### config.mk
export PLATFORM = sky130hd
export DESIGN_NAME = df_ps_stage
export DESIGN_NICKNAME = d
export VERILOG_FILES = /design/src/hdl/df_pkg.sv /design/src/hdl/df_stage_reg.sv /design/src/hdl/df_program_store.sv /design/src/hdl/df_ps_stage.sv
export SDC_FILE = /design/constraint.sdc
export NUM_CORES = 2
export LEC_CHECK = 0
export BUFFER_PORTS_ARGS = -buffer_cell sky130_fd_sc_hd__buf_2
export CAP_MARGIN = 20
export CORE_ASPECT_RATIO = 0.7
export CORE_MARGIN = 2
export CORE_UTILIZATION = 25
export DETAILED_ROUTE_END_ITERATION = 16
export GPL_ROUTABILITY_DRIVEN = 1
export PLACE_DENSITY_LB_ADDON = 0.2
export SYNTH_ARGS = -nofsm -noshare
export SYNTH_HDL_FRONTEND = slang
export SYNTH_SLANG_ARGS = --single-unit
### constraint.sdc
create_clock -name CP -period 79.1 [get_ports CP]
set_input_delay 7.91 -clock CP [delete_from_list [all_inputs] [get_ports CP]]
set_output_delay 7.91 -clock CP [all_outputs]
set_load 0.01 [all_outputs]
### src/hdl/df_pkg.sv
`default_nettype none

package df_pkg;

    // Token packet field widths
    localparam int GEN_W  = 11;
    localparam int DEST_W = 7;
    localparam int CTRL_W = 2;
    localparam int DATA_W = 16;

    // Instruction word field widths
    localparam int FLAG_W = 4;
    localparam int OPC_W  = 6;
    localparam int PS_W   = DEST_W + FLAG_W + OPC_W;

    // Flag bit positions
    // Bits 2 and 3 are stored in the word and never decoded
    localparam int FLAG_SWAP   = 0;
    localparam int FLAG_ZERO_B = 1;

    // One store entry per destination address
    localparam int PS_DEPTH = 128;

    // Configuration port widths
    localparam int APB_AW = 12;
    localparam int APB_DW = 32;

    // Deleted token counter width
    localparam int CNT_W = 16;

    // Opcodes of the function stage
    // Unlisted codes fall through to ADD
    typedef enum logic [OPC_W-1:0] {
        ADD    = 6'd0,
        SUB    = 6'd1,
        MUL    = 6'd2,
        BZ     = 6'd3,
        ABSORB = 6'd63
    } opcode_e;

    // Program store word, next destination in the top bits
    typedef struct packed {
        logic [DEST_W-1:0] next_dest;
        logic [FLAG_W-1:0] flags;
        opcode_e           opcode;
    } ps_word_t;

    // Token as it travels on the ring
    typedef struct packed {
        logic [GEN_W-1:0]  gen;
        logic [DEST_W-1:0] dest;
        logic [CTRL_W-1:0] ctrl;
        logic [DATA_W-1:0] a;
        logic [DATA_W-1:0] b;
    } token_t;

    // Token after the store stage, dest replaced by the fetched word
    typedef struct packed {
        logic [GEN_W-1:0]  gen;
        ps_word_t          instr;
        logic [CTRL_W-1:0] ctrl;
        logic [DATA_W-1:0] a;
        logic [DATA_W-1:0] b;
    } merged_t;

endpackage

`default_nettype wire

### src/hdl/df_stage_reg.sv
`timescale 1ns/1ps
`default_nettype none

module df_stage_reg #(
    parameter type payload_t = logic
) (
    input  logic     CP,
    input  logic     MR,
    input  logic     in_send,
    input  payload_t in_data,
    output logic     in_ack,
    output logic     out_send,
    output payload_t out_data,
    input  logic     out_ack,
    output logic     load
);

    logic full;

    // Room when empty, or when the held token leaves this cycle
    assign in_ack = !full || out_ack;

    // Accepting cycle, also used by neighbours for side data
    assign load = in_send && in_ack;

    assign out_send = full;

    // Occupancy flag
    always_ff @(posedge CP or posedge MR) begin
        if (MR) begin
            full <= 1'b0;
        end else if (load) begin
            full <= 1'b1;
        end else if (out_ack) begin
            // Drained without a replacement
            full <= 1'b0;
        end
    end

    // Payload only moves on an accepted transfer
    always_ff @(posedge CP) begin
        if (load) begin
            out_data <= in_data;
        end
    end

endmodule

`default_nettype wire

### src/hdl/df_program_store.sv
`timescale 1ns/1ps
`default_nettype none

module df_program_store (
    input  logic                          CP,
    input  logic                          MR,
    // APB configuration port
    input  logic                          psel,
    input  logic                          penable,
    input  logic                          pwrite,
    input  logic [df_pkg::APB_AW-1:0]     paddr,
    input  logic [df_pkg::APB_DW-1:0]     pwdata,
    output logic [df_pkg::APB_DW-1:0]     prdata,
    output logic                          pready,
    output logic                          pslverr,
    // Token fetch port
    input  logic                          fetch_en,
    input  logic [df_pkg::DEST_W-1:0]     fetch_addr,
    output df_pkg::ps_word_t              fetch_word
);

    df_pkg::ps_word_t mem [df_pkg::PS_DEPTH];

    logic [df_pkg::DEST_W-1:0] word_idx;
    logic                      addr_bad;
    logic                      access;
    logic                      wr_en;

    // Word aligned index, byte lane bits dropped
    assign word_idx = paddr[df_pkg::DEST_W+1:2];

    // Anything above the store window is an error
    assign addr_bad = |paddr[df_pkg::APB_AW-1:df_pkg::DEST_W+2];

    // Access phase of a transfer
    assign access = psel && penable;
    assign wr_en  = access && pwrite && !addr_bad;

    // No wait states
    assign pready = 1'b1;

    assign pslverr = access && addr_bad;

    // Read data zero extended, forced to zero on a bad address
    always_comb begin
        prdata = '0;
        if (psel && !pwrite && !addr_bad) begin
            prdata = {{(df_pkg::APB_DW - df_pkg::PS_W){1'b0}}, mem[word_idx]};
        end
    end

    // Store array
    // Cleared on reset so an unloaded entry decodes as ADD to 0
    always_ff @(posedge CP or posedge MR) begin
        if (MR) begin
            for (int i = 0; i < df_pkg::PS_DEPTH; i++) begin
                mem[i] <= '0;
            end
        end else if (wr_en) begin
            mem[word_idx] <= df_pkg::ps_word_t'(pwdata[df_pkg::PS_W-1:0]);
        end
    end

    // Fetch register
    // A write to the same entry on this edge is not seen until later
    always_ff @(posedge CP or posedge MR) begin
        if (MR) begin
            fetch_word <= '0;
        end else if (fetch_en) begin
            fetch_word <= mem[fetch_addr];
        end
    end

endmodule

`default_nettype wire

### src/hdl/df_ps_stage.sv
`timescale 1ns/1ps
`default_nettype none

module df_ps_stage (
    input  logic                      CP,
    input  logic                      MR,
    // Incoming tokens
    input  logic                      in_send,
    input  df_pkg::token_t            in_tok,
    output logic                      in_ack,
    // Merged tokens to the function stage
    output logic                      out_send,
    output df_pkg::merged_t           out_tok,
    input  logic                      out_ack,
    // Number of ABSORB deletions, wraps
    output logic [df_pkg::CNT_W-1:0]  del_count,
    // APB to the program store
    input  logic                      psel,
    input  logic                      penable,
    input  logic                      pwrite,
    input  logic [df_pkg::APB_AW-1:0] paddr,
    input  logic [df_pkg::APB_DW-1:0] pwdata,
    output logic [df_pkg::APB_DW-1:0] prdata,
    output logic                      pready,
    output logic                      pslverr
);

    df_pkg::token_t   tok_q;
    df_pkg::ps_word_t word;
    logic             reg_send;
    logic             reg_ack;
    logic             load;
    logic             absorb;

    // Deleted tokens leave the register without a downstream ack
    assign reg_ack = out_ack || absorb;

    df_stage_reg #(
        .payload_t (df_pkg::token_t)
    ) u_reg (
        .CP       (CP),
        .MR       (MR),
        .in_send  (in_send),
        .in_data  (in_tok),
        .in_ack   (in_ack),
        .out_send (reg_send),
        .out_data (tok_q),
        .out_ack  (reg_ack),
        .load     (load)
    );

    // Fetch on the accepting edge using the live dest field
    df_program_store u_store (
        .CP         (CP),
        .MR         (MR),
        .psel       (psel),
        .penable    (penable),
        .pwrite     (pwrite),
        .paddr      (paddr),
        .pwdata     (pwdata),
        .prdata     (prdata),
        .pready     (pready),
        .pslverr    (pslverr),
        .fetch_en   (load),
        .fetch_addr (in_tok.dest),
        .fetch_word (word)
    );

    assign absorb = (word.opcode == df_pkg::ABSORB);

    // Merge, dest replaced by the instruction word
    assign out_tok.gen   = tok_q.gen;
    assign out_tok.instr = word;
    assign out_tok.ctrl  = tok_q.ctrl;
    assign out_tok.a     = tok_q.a;
    assign out_tok.b     = tok_q.b;

    // ABSORB tokens are never offered downstream
    assign out_send = reg_send && !absorb;

    // One count per deleted token, it drains in the same cycle
    always_ff @(posedge CP or posedge MR) begin
        if (MR) begin
            del_count <= '0;
        end else if (reg_send && absorb) begin
            del_count <= del_count + 1'b1;
        end
    end

endmodule

`default_nettype wire

==> results.md <==
* Root buffer cell: clkbuf_16
* Initial DRC Count at 10800
* Hold wc startpoint: del_count[15]
* Mean post-synth cell area at ~14 µm²
* DR vias at 85300
* Max-Cap Viols at 0
* Final Non-Filler Cells at 15100
* Post-Syn Area at 120000 µm²
* TritonRoute pass-1 iters at 8
* Latest clock arrival within the worst-skew pair at 0.98 ns
* End-of-flow core utilization at between 20 and 30%
* Final min period at around 21 ns
* Worst reg2reg path depth at 8
* Wire length of the first global-routing pass at 760000 µm
* Post-synth top area share at 45.9%
* Design area at 137000 µm²
* GPL Wtd Cong at 0.911
* PwrDens at about 19 nW/µm²
* TritonCTS clock tree: yes
* Die Ht at 585 µm
* Fin. max-slew vios at 0
* Worst Skew at between 0.06 and 0.07 ns
* Total routed wirelength at 561000 µm
* Sequential Power Share at 45.1%
* Status: completed
* Fraction of registers with async set/reset at 98.0%
* Die ar. at 487000 µm²
* Share of layout cells above drive strength 1 at 49.4%
* Reg2Reg Setup Slack at 75.04 ns
* Vias in the first global route at 83400
* Seq/Total Area, Yosys at 47.1%
* Multi-input gate area at 59800 µm²
* Post-Synthesis Cells at 8496
* RSZ-0062 raised after global routing: no
* Initial antenna violation count at 93
* I/O Pins at 217
* Sink Count at 2255
* Dpl ws at 57.86 ns
* Largest net degree at the start of global routing at 171
* Library cells used by synthesis at between 70 and 80
* Max VDD drop at 0.0198 mV
* # Post-CTS Setup Buffers at 0
* Crit path DAT at around 14 ns
* H-tree Lvls at 4
* Post-CTS Resized at 0
* Worst Path Max Fanout at 46
* Top cells by area, synth: dfrtp_1 (46%), mux2_2 (22%), mux4_2 (14%)
* End of the worst hold path: del_count[15]
* Slew @ Worst Pin at about 1.4 ns
* Num rows at 213
* CTS clk-pin slew, worst paths at 0.06 ns
* Slew HR at about 6.3%
* IO Port Bufs at 183
* Nets at 8534
* Crit Path Class: primary input to output port
* Req. time, crit path at between 70 and 80 ns
* Combinational Power Share at 8.5%
* P_leak at 60.2 nW
* Fin crit share at 27.1%
* R2r startpoint: u_store.fetch_word[5]
* DR WL/cell at 37.2 µm
* Clock Path Buffers at 4
* Post-synth top area cell: dfrtp_1
* EDFF count, synth at 45
* Core region area at just under 500000 µm²
* R2r endpoint: u_store.fetch_word[0]
* Yosys reg bits at between 2000 and 2500
* Initial Util at between 20% and 30%
* Total grt overflow at 0
* Clk pwr share at 46.4%
* Most frequent cells in the layout: mux2_2 (2339), dfrtp_1 (2210), mux4_2 (770)
* Final hold violation count at 0
* Post-route ant nets at 0
* Setup violations, final at 0
* Register area at 56700 µm²
* CTS Buf Count at 241
* DRC at 0
* DP Cell Count at 14600
* Area grow syn2layout at 13.8%
* Post-place instance area at roughly 130000 µm²
* NetSw at 0.000703 W
* Post-synth top flop: dfrtp_1
* TNS Setup at 0 ns
* Int Pwr at 0.00190 W
* GRT Total Usage at 22.3%
* Worst setup EP type: output port
* Post-DP HPWL at 359000 µm
* CP startpoint kind: primary input
* Yosys warning total at 0
* Hold depth at 1
* Vias/cell at 5.65
* Commonest non-fill, non-tap cell in the layout: mux2_2
* Final worst setup slack at between 50 and 60 ns
* Post-CTS Hold Buffers at 0
* Chip Width at 833 µm
* Achievable frequency at 46.6 MHz
* Switching share of power at between 20 and 30%
* Fill cells at 48500
* HP Class: flip-flop to flip-flop
flip-flops by register name, summed over array words and instances, names as in the netlist:
| name | flops |
|---|---|
| del_count | 16 |
| u_reg.out_data | 45 |
| u_reg.out_send | 1 |
| u_store.fetch_word | 17 |
| u_store.mem | 2176 |
cell type report:
cell class / instances / share of cell area, %
multi-input combinational: 5362 / 43.7
sequential: 2255 / 41.3
tap: 6450 / 5.89
clock buffer: 366 / 5.31
timing repair buffer: 555 / 3.10
clock inverter: 65 / 0.583
inverter: 15 / 0.0612
antenna: 27 / 0.0493
logic make-up (layout without fill, tap and decap cells):
family	Yosys count	in the layout	share of synthesized area (%)
AO/OA/AOI/OAI	1130	1130	6.75
flip-flops	2255	2255	47.1
adder cells (fa/ha/maj)	1	1	0.0104
multiplexers	3472	3472	39.3
AND/OR/NAND/NOR	728	728	2.95
other	2	43	0.00624
XOR/XNOR	15	15	0.109
buffers and inverters	893	1001	3.79
synthesized netlist by cell type, types with 110 or more instances:
| cell | number |
|---|---|
| mux2_2 | 2339 |
| o21ai_0 | 167 |
| mux4_2 | 770 |
| mux2i_1 | 352 |
| dfrtp_1 | 2210 |
| buf_4 | 169 |
| a22oi_1 | 163 |
| a221oi_1 | 183 |
| buf_2 | 251 |
| a21oi_1 | 159 |
| nor2_1 | 217 |
| clkbuf_1 | 384 |
| nand2_1 | 222 |
| o22ai_1 | 110 |
worst max-delay path by stage:
stage / slack [ns] / to / from / depth (start not counted)
6_report: 57.64 / prdata[6] / paddr[2] / 11
3_5_place_dp: 57.86 / prdata[3] / paddr[4] / 12
3_3_place_gp: 57.81 / prdata[3] / paddr[4] / 12
2_1_floorplan: 8.75 / del_count[0] / MR / 1
4_1_cts: 57.85 / prdata[3] / paddr[4] / 12
5_1_grt: 57.73 / prdata[5] / paddr[2] / 12
power groups by stage:
stage | combinational [W] | clock (W) | sequential (W)
2_1_floorplan | 0.000114 | 0 | 0.00120
3_3_place_gp | 0.000214 | 0 | 0.00119
3_5_place_dp | 0.000216 | 0 | 0.00119
4_1_cts | 0.000216 | 0.00123 | 0.00117
5_1_grt | 0.000227 | 0.00127 | 0.00117
6_report | 0.000221 | 0.00121 | 0.00117
stage by stage:
step                      power, W  hold slack [ns]
after CTS                  0.00262            0.476
after detailed placement   0.00141            0.462
after global placement     0.00141            0.458
final                      0.00260            0.473
after global routing       0.00267            0.504
after floorplan            0.00131            0.470
worst max-delay path, stage by stage:
cell and delay (ns):
buf_8 0.44, buf_4 0.56, buf_4 0.77, and3b_1 0.37, buf_4 0.72, a222oi_1 0.17
buf_4 0.25, o21ai_0 0.80, nor2_1 0.11, a31oi_2 0.92, buf_2 0.31
per-layer routing:
| metal | part of all wire (%) | global-route usage, % |
|---|---|---|
| met5 | 0.12 | 0 |
| met4 | 4.0 | 7.96 |
| met3 | 11 | 8.65 |
| met2 | 40 | 30.3 |
| met1 | 44 | 31.9 |
Note: power is estimated with default switching activity, not from simulation.
