--- config.mk ---
export PLATFORM = sky130hd
export DESIGN_NAME = df_func_stage
export DESIGN_NICKNAME = d
export VERILOG_FILES = /design/src/hdl/df_pkg.sv /design/src/hdl/df_stage_reg.sv /design/src/hdl/df_func_stage.sv
export SDC_FILE = /design/constraint.sdc
export NUM_CORES = 1
export LEC_CHECK = 0
export ABC_AREA = 1
export BUFFER_PORTS_ARGS = -buffer_cell sky130_fd_sc_hd__clkbuf_2
export CORE_MARGIN = 2
export CORE_UTILIZATION = 50
export DETAILED_ROUTE_END_ITERATION = 8
export PLACE_DENSITY = 0.78
export RECOVER_POWER = 50
export SETUP_SLACK_MARGIN = 0.2
export SLEW_MARGIN = 25
export SYNTH_ARGS = -nofsm -noshare
export SYNTH_HDL_FRONTEND = slang
export SYNTH_HIERARCHICAL = 1
export SYNTH_SLANG_ARGS = --single-unit
--- constraint.sdc ---
create_clock -name CP -period 4.55 [get_ports CP]
set_input_delay 0.6825 -clock CP [delete_from_list [all_inputs] [get_ports CP]]
set_output_delay 0.6825 -clock CP [all_outputs]
set_load 0.03 [all_outputs]
--- src/hdl/df_pkg.sv ---
`default_nettype none

package df_pkg;

    // Token packet field widths
    localparam int GEN_W  = 11;
    localparam int DEST_W = 7;
    localparam int CTRL_W = 2;
    localparam int DATA_W = 16;

    // Instruction word field widths
    localparam int FLAG_W = 4;
    localparam int OPC_W  = 6;
    localparam int PS_W   = DEST_W + FLAG_W + OPC_W;

    // Flag bit positions
    // Bits 2 and 3 are stored in the word and never decoded
    localparam int FLAG_SWAP   = 0;
    localparam int FLAG_ZERO_B = 1;

    // One store entry per destination address
    localparam int PS_DEPTH = 128;

    // Configuration port widths
    localparam int APB_AW = 12;
    localparam int APB_DW = 32;

    // Deleted token counter width
    localparam int CNT_W = 16;

    // Opcodes of the function stage
    // Unlisted codes fall through to ADD
    typedef enum logic [OPC_W-1:0] {
        ADD    = 6'd0,
        SUB    = 6'd1,
        MUL    = 6'd2,
        BZ     = 6'd3,
        ABSORB = 6'd63
    } opcode_e;

    // Program store word, next destination in the top bits
    typedef struct packed {
        logic [DEST_W-1:0] next_dest;
        logic [FLAG_W-1:0] flags;
        opcode_e           opcode;
    } ps_word_t;

    // Token as it travels on the ring
    typedef struct packed {
        logic [GEN_W-1:0]  gen;
        logic [DEST_W-1:0] dest;
        logic [CTRL_W-1:0] ctrl;
        logic [DATA_W-1:0] a;
        logic [DATA_W-1:0] b;
    } token_t;

    // Token after the store stage, dest replaced by the fetched word
    typedef struct packed {
        logic [GEN_W-1:0]  gen;
        ps_word_t          instr;
        logic [CTRL_W-1:0] ctrl;
        logic [DATA_W-1:0] a;
        logic [DATA_W-1:0] b;
    } merged_t;

endpackage

`default_nettype wire

--- src/hdl/df_stage_reg.sv ---
`timescale 1ns/1ps
`default_nettype none

module df_stage_reg #(
    parameter type payload_t = logic
) (
    input  logic     CP,
    input  logic     MR,
    input  logic     in_send,
    input  payload_t in_data,
    output logic     in_ack,
    output logic     out_send,
    output payload_t out_data,
    input  logic     out_ack,
    output logic     load
);

    logic full;

    // Room when empty, or when the held token leaves this cycle
    assign in_ack = !full || out_ack;

    // Accepting cycle, also used by neighbours for side data
    assign load = in_send && in_ack;

    assign out_send = full;

    // Occupancy flag
    always_ff @(posedge CP or posedge MR) begin
        if (MR) begin
            full <= 1'b0;
        end else if (load) begin
            full <= 1'b1;
        end else if (out_ack) begin
            // Drained without a replacement
            full <= 1'b0;
        end
    end

    // Payload only moves on an accepted transfer
    always_ff @(posedge CP) begin
        if (load) begin
            out_data <= in_data;
        end
    end

endmodule

`default_nettype wire

--- src/hdl/df_func_stage.sv ---
`timescale 1ns/1ps
`default_nettype none

module df_func_stage (
    input  logic            CP,
    input  logic            MR,
    // Merged tokens from the store stage
    input  logic            in_send,
    input  df_pkg::merged_t in_tok,
    output logic            in_ack,
    // Result tokens
    output logic            out_send,
    output df_pkg::token_t  out_tok,
    input  logic            out_ack
);

    logic [df_pkg::DATA_W-1:0] op_a;
    logic [df_pkg::DATA_W-1:0] op_b;
    logic [df_pkg::DATA_W-1:0] alu;
    logic [df_pkg::DEST_W-1:0] next;
    df_pkg::token_t            res;

    // Operand conditioning, swap before zeroing b
    always_comb begin
        op_a = in_tok.a;
        op_b = in_tok.b;
        if (in_tok.instr.flags[df_pkg::FLAG_SWAP]) begin
            op_a = in_tok.b;
            op_b = in_tok.a;
        end
        if (in_tok.instr.flags[df_pkg::FLAG_ZERO_B]) begin
            op_b = '0;
        end
    end

    // Execute and route
    always_comb begin
        next = in_tok.instr.next_dest;
        case (in_tok.instr.opcode)
            df_pkg::SUB: begin
                alu = op_a - op_b;
            end
            df_pkg::MUL: begin
                // Low half of the product only
                alu = op_a * op_b;
            end
            df_pkg::BZ: begin
                alu = op_a;
                // Branch when nonzero, wraps at the top of the store
                if (op_a != '0) begin
                    next = in_tok.instr.next_dest + 1'b1;
                end
            end
            default: begin
                alu = op_a + op_b;
            end
        endcase
    end

    // Result token
    assign res.gen  = in_tok.gen;
    assign res.dest = next;
    assign res.ctrl = in_tok.ctrl;
    assign res.a    = alu;
    assign res.b    = op_b;

    df_stage_reg #(
        .payload_t (df_pkg::token_t)
    ) u_reg (
        .CP       (CP),
        .MR       (MR),
        .in_send  (in_send),
        .in_data  (res),
        .in_ack   (in_ack),
        .out_send (out_send),
        .out_data (out_tok),
        .out_ack  (out_ack),
        .load     ()
    );

endmodule

`default_nettype wire

==> impl_metrics.json, run 1 <==
{
  "finClkSkew_ps": 6.64,
  "final_net_count": 1569,
  "grtUsageMet2_pct": 51.5,
  "rsz0062_at_grt": "yes",
  "hold_violations": 0,
  "setup_ws_ps": -1090,
  "first_pass_iters": 5,
  "die_width_um": 130,
  "yosysTopAreaCell": "fa_1",
  "total_power_mw": 3.98,
  "synthesis.area_um2": 7880,
  "p_leak_nw": 5.75,
  "start_util_pct": 51.4,
  "core_um2": 15300,
  "hpwl_um": 20900,
  "hold_buffers": 0,
  "route.detailed.wl_per_inst_um": 16.8,
  "cp_max_fo": 9,
  "antenna_found_initial": 0,
  "synth_area_leaders": "fa_1 (21%), edfxtp_1 (20%), nand2_1 (12%)",
  "final_antenna_net_count": 0,
  "n_fill_cell": 1170,
  "fin_util_pct": 72.2,
  "clk_latency_ps": 300,
  "placed_area_um2": 10100,
  "route.vias.total": 8243,
  "fin_crit_ps": 5640,
  "powerDensity_nw_per_um2": 360,
  "holdCritPathClass": "primary input to async pin",
  "startpoint_type": "primary input",
  "status": "finished with violations",
  "cts_root_buf": "clkbuf_16",
  "syn_inst": 1042,
  "place_congestion": 0.950,
  "dieArea_um2": 16800,
  "rows": 45,
  "htreeDepth": 2,
  "clock_sinks": 53,
  "final_cell_mix": "nand2_1 (218), inv_1 (204), buf_4 (194)",
  "num_antenna_cells": 0,
  "violations": "negative setup slack",
  "clock_path_buffers": 2,
  "synthArstFlopShare_pct": 1.89,
  "crit_slowest_cell": "fa_1",
  "grt_use_met3_pct": 5.82,
  "viasPerCell": 5.26,
  "fin_area_um2": 11100,
  "grt_max_degree": 29,
  "ios": 120,
  "final_common_cell": "nand2_1",
  "drv_cap": 0,
  "drt_first_iter_violations": 703,
  "fin_crit_sh_pct": 124,
  "cts_buffers": 5,
  "max_stage_delay_ps": 550,
  "drt-total-wl_um": 26300,
  "grt_pass1_vias": 8005,
  "worst_ep_arrival_time_ps": 5670,
  "drive_gt1_share_pct": 35.9,
  "required_ps": 4580,
  "drc": 0,
  "io_buffers": 117,
  "synth.distinct_cells": 47,
  "synth_top_area_share_pct": 20.6,
  "syn_to_final_growth_pct": 40.3,
  "tightest_slew_ps": 837,
  "die_h_um": 130,
  "busiest_layer": "met2",
  "slew_violations": 0,
  "ys_warn_count": 6,
  "syn-num-nets": 1256,
  "dp_worst_setup_slack_ps": -1560,
  "setup_viol": 10,
  "endpoint_kind": "flip-flop",
  "clkSlewWorstSetupHoldPaths_ps": 60,
  "cts_tree": "built",
  "ys.flop_type": "edfxtp_1",
  "grtUsageMet1_pct": 39.3,
  "synth_edf_count": 52,
  "track_usage_pct": 30.8,
  "ys_seq_area_share_pct": 20.1,
  "gr-total-overflow": 0,
  "crit_type": "primary input to flip-flop",
  "ys_ff_latch": 53,
  "max_freq_mhz": 177,
  "grt_pass1_wl_um": 39500,
  "ir_drop_v": 0.000235,
  "timing.slew.headroom_pct": 44.1,
  "syn_avg_cell_area_um2": 7.56,
  "path_common_cell": "fa_1"
}
[registers in the layout, indices dropped and copies added, names as in the netlist]
name / count
u_reg/out_data: 52
u_reg/out_send: 1
[cells by family (layout without fill, tap and decap cells)]
kind of cell | after synthesis | count (layout) | synth area share, %
mux | 1 | 1 | 0.143
flops | 53 | 53 | 20.1
xor+xnor | 32 | 32 | 3.56
buf+inv | 251 | 565 | 12.8
simple gates | 460 | 460 | 24.6
compound gates | 97 | 97 | 7.48
fa+ha+maj | 148 | 148 | 31.2
[synth_stat cells, types with 8 or more instances]
cell and instances:
xor2_1 22, inv_1 219, xnor2_1 10, clkbuf_1 8
nor3_1 11, edfxtp_1 52, ha_1 67, o221ai_1 8
a21oi_1 37, nor2_1 118, o21ai_0 22, fa_1 81
nand3_1 47, nand2_1 243, inv_2 10
[layout make-up]
type	instances	area (µm²)	area share [%]
clock buffer	7	143	1.29
timing repair buffer	326	2280	20.6
sequential	53	1590	14.4
multi-input combinational	738	5850	52.9
clock inverter	1	30.0	0.272
inverter	231	898	8.13
tap	211	264	2.39
[what timing repair did]
item | CTS | global route
buffers inserted | 26 | 12
pin swaps | 35 | 36
gates cloned | 1 | 0
resized for setup | 70 | 62
endpoints found under the setup margin | 11 | 11
[through the flow]
| stage | TNS (ps) | std cells | hold slack, ps |
|---|---|---|---|
| 6_report | -8280 | 1567 | 185 |
| 5_1_grt | -10040 | 1567 | 200 |
| 4_1_cts | -7650 | 1555 | 189 |
| 3_5_place_dp | -13390 | 1520 | 500 |
| 3_3_place_gp | -12210 | 1520 | 503 |
| 2_1_floorplan | -7540 | 1042 | 411 |
[worst paths after layout]
check / start / end / slack, ps / cells past startpoint
min in group CP: in_tok[56] / u_reg/out_data[46] / 550 / 1
hold / removal: MR / u_reg/out_send / 190 / 2
setup reg to reg: u_reg/out_send / u_reg/out_data[48] / 2610 / 2
max in group asynchronous: MR / u_reg/out_send / 4280 / 2
hold reg to reg: u_reg/out_send / u_reg/out_send / 610 / 2
setup / recovery: in_tok[40] / u_reg/out_data[29] / -1090 / 28
[report_power, final]
part           total, mW  leakage [nW]  switching (mW)  internal [mW]
clock network      0.447        0.0841           0.172          0.275
logic               2.92          5.16            1.64           1.28
registers          0.610         0.510          0.0115          0.599
total               3.98          5.75            1.82           2.15
[routing by layer]
layer | part of all wire [%] | wire (µm)
met5 | 0 | 0
met1 | 39 | 10200
met2 | 46 | 12200
met4 | 4.8 | 1270
met3 | 9.9 | 2610
[worst max-delay path, delay by kind of cell]
kind	cells	cell delay [ps]
AO/OA/AOI/OAI	2	140
AND/OR/NAND/NOR	12	1160
buffers and inverters	7	570
adder cells (fa/ha/maj)	7	3080
(Power assumes the default switching activity.)
==> run 2, diff against run 1 <==
Settings changed: ABC_AREA 1 to not set, BUFFER_PORTS_ARGS -buffer_cell sky130_fd_sc_hd__clkbuf_2 to not set, DONT_BUFFER_PORTS set to 1, PLACE_DENSITY 0.78 to 0.71.
==> impl_metrics.json, run 2 <==
{
  "fin_util_pct": 63.3,
  "num_antenna_cells": 0,
  "endpoint_kind": "flip-flop",
  "syn_inst": 818,
  "core_um2": 14500,
  "crit_type": "primary input to flip-flop",
  "startpoint_type": "primary input",
  "regMostFlops": "u_reg/out_data",
  "placed_area_um2": 8680,
  "final_cell_mix": "inv_1 (119), buf_4 (109), nand2_1 (89)",
  "required_ps": 4560,
  "p_clk_share_pct": 10.2,
  "io_buffers": 0,
  "synthesis.area_um2": 7440,
  "finClkSkew_ps": 5.68,
  "synth.most_common_cell": "inv_1",
  "fin_crit_sh_pct": 125,
  "finalSetupTns_ps": -7340,
  "setup_ws_ps": -1130,
  "route.vias.total": 6175,
  "fin_crit_ps": 5680,
  "drt-total-wl_um": 20200,
  "first_pass_iters": 5,
  "ios": 120,
  "syn-num-nets": 1032,
  "largest_reg_flops": 52,
  "ys.flop_type": "edfxtp_1",
  "cts_root_buf": "clkbuf_16",
  "powerDensity_nw_per_um2": 395,
  "p_comb_share_pct": 70.0,
  "final_net_count": 1144,
  "gr-total-overflow": 0,
  "hpwl_um": 16700,
  "total_power_mw": 3.63,
  "ir_drop_v": 0.000214,
  "max_freq_mhz": 176,
  "clock_sinks": 53,
  "syn_avg_cell_area_um2": 9.09,
  "ys_warn_count": 6,
  "clk_latency_ps": 290,
  "viasPerCell": 5.54,
  "antenna_found_initial": 0,
  "die_h_um": 126,
  "hold_violations": 0,
  "ys_seq_area_share_pct": 21.3,
  "clkSlewWorstSetupHoldPaths_ps": 70,
  "tightest_slew_ps": 985,
  "synth.distinct_cells": 57,
  "dieArea_um2": 15900,
  "syn_to_final_growth_pct": 23.6,
  "setup_viol": 10,
  "cts_tree": "built",
  "drv_cap": 0,
  "drive_gt1_share_pct": 24.8,
  "ys_ff_latch": 53,
  "drc": 0,
  "timing.slew.headroom_pct": 34.2,
  "p_leak_nw": 4.26,
  "swShare_pct": 42.5,
  "grt_pass1_wl_um": 32000,
  "synth_area_leaders": "fa_1 (22%), edfxtp_1 (21%), ha_1 (11%)",
  "drt_first_iter_violations": 437,
  "worst_ep_arrival_time_ps": 5690,
  "synthTopCellsByCount": "inv_1 (132), nor2_1 (97), nand2_1 (92)",
  "rows": 44,
  "place_congestion": 0.986,
  "timing.hold.ws_ps": 103,
  "synth_top_area_share_pct": 21.8,
  "grt_max_degree": 53,
  "die_width_um": 126,
  "violations": "negative setup slack",
  "dp_worst_setup_slack_ps": -1700,
  "synth_edf_count": 52,
  "final_antenna_net_count": 0,
  "htreeDepth": 2,
  "start_util_pct": 51.2,
  "clock_path_buffers": 2,
  "slew_violations": 0,
  "rsz0062_at_grt": "yes",
  "yosysTopAreaCell": "fa_1",
  "p_int_mw": 2.09,
  "grt_pass1_vias": 6306,
  "cts_buffers": 5,
  "cp_max_fo": 37,
  "seqPwrFrac_pct": 19.8,
  "track_usage_pct": 25.6,
  "fin_area_um2": 9190,
  "synthArstFlopShare_pct": 1.89,
  "holdCritPathClass": "primary input to async pin",
  "route.detailed.wl_per_inst_um": 18.1,
  "dpl.cell_count": 1091,
  "p_switching_mw": 1.54,
  "stdcell_count": 1115,
  "status": "finished with violations",
  "n_fill_cell": 1193,
  "final_common_cell": "inv_1"
}
-- run 2: final timing paths --
path / cells after the start / startpoint / slack [ps] / endpoint
min reg2reg: 2 / u_reg/out_send / 970 / u_reg/out_send
max reg2reg: 2 / u_reg/out_send / 2670 / u_reg/out_data[27]
max in group asynchronous: 1 / MR / 4360 / u_reg/out_send
max: 22 / in_tok[40] / -1130 / u_reg/out_data[28]
min in group CP: 0 / in_tok[61] / 480 / u_reg/out_data[51]
min: 1 / MR / 100 / u_reg/out_send
-- run 2: area by class of cell --
cell class                      instances  area [µm²]  area share [%]
Multi-Input combinational cell        603        5650            61.4
Sequential cell                        53        1590            17.3
Timing Repair Buffer                  131        1050            11.4
Inverter                              136         528            5.74
Tap cell                              184         230            2.50
Clock buffer                            5         125            1.36
Clock inverter                          3        22.5           0.245
-- run 2: per-layer routing --
layer  share of wire (%)  GRT usage [%]  vias up
met2                  47           41.2      329
met1                  41           35.1     2926
met5                   0              0        -
li1                    -              -     2871
met4                 2.7           7.95        0
met3                 9.3           5.01       49
-- run 2: kinds of logic after synthesis --
family                   after synthesis  synth area share, %
buffers and inverters                162                 8.46
AO/OA/AOI/OAI                         86                 7.42
adder cells (fa/ha/maj)              148                 33.1
XOR/XNOR                              68                 8.56
flip-flops                            53                 21.3
AND/OR/NAND/NOR                      260                 15.5
multiplexers                          41                 5.65
-- run 2: power by group through the flow --
stage / Clock (mW) / Combinational [mW] / Sequential, mW
5_1_grt: 0.390 / 2.82 / 0.723
3_5_place_dp: 0 / 2.33 / 0.731
3_3_place_gp: 0 / 2.28 / 0.727
6_report: 0.370 / 2.54 / 0.718
4_1_cts: 0.373 / 2.48 / 0.720
2_1_floorplan: 0 / 1.65 / 0.722
-- run 2: timing repair --
item | CTS | global route
buffers inserted | 8 | 7
endpoints found under the setup margin | 11 | 11
hold buffers | 0 | 0
resized for setup | 40 | 32
pin swaps | 41 | 21
gates cloned | 0 | 1
-- run 2: worst max-delay path: stages --
cell and delay (ps):
mux2i_1 170, or2_4 190, buf_6 120, nor2_2 40
fa_1 550, inv_2 50, fa_1 550, fa_1 440
fa_1 500, inv_1 50, fa_1 480, inv_1 50
fa_1 490, inv_2 40, ha_4 230, and3_4 160
a211oi_4 300, buf_4 160, xor2_1 120, nor2_1 50
a21oi_1 160, o21ai_1 90
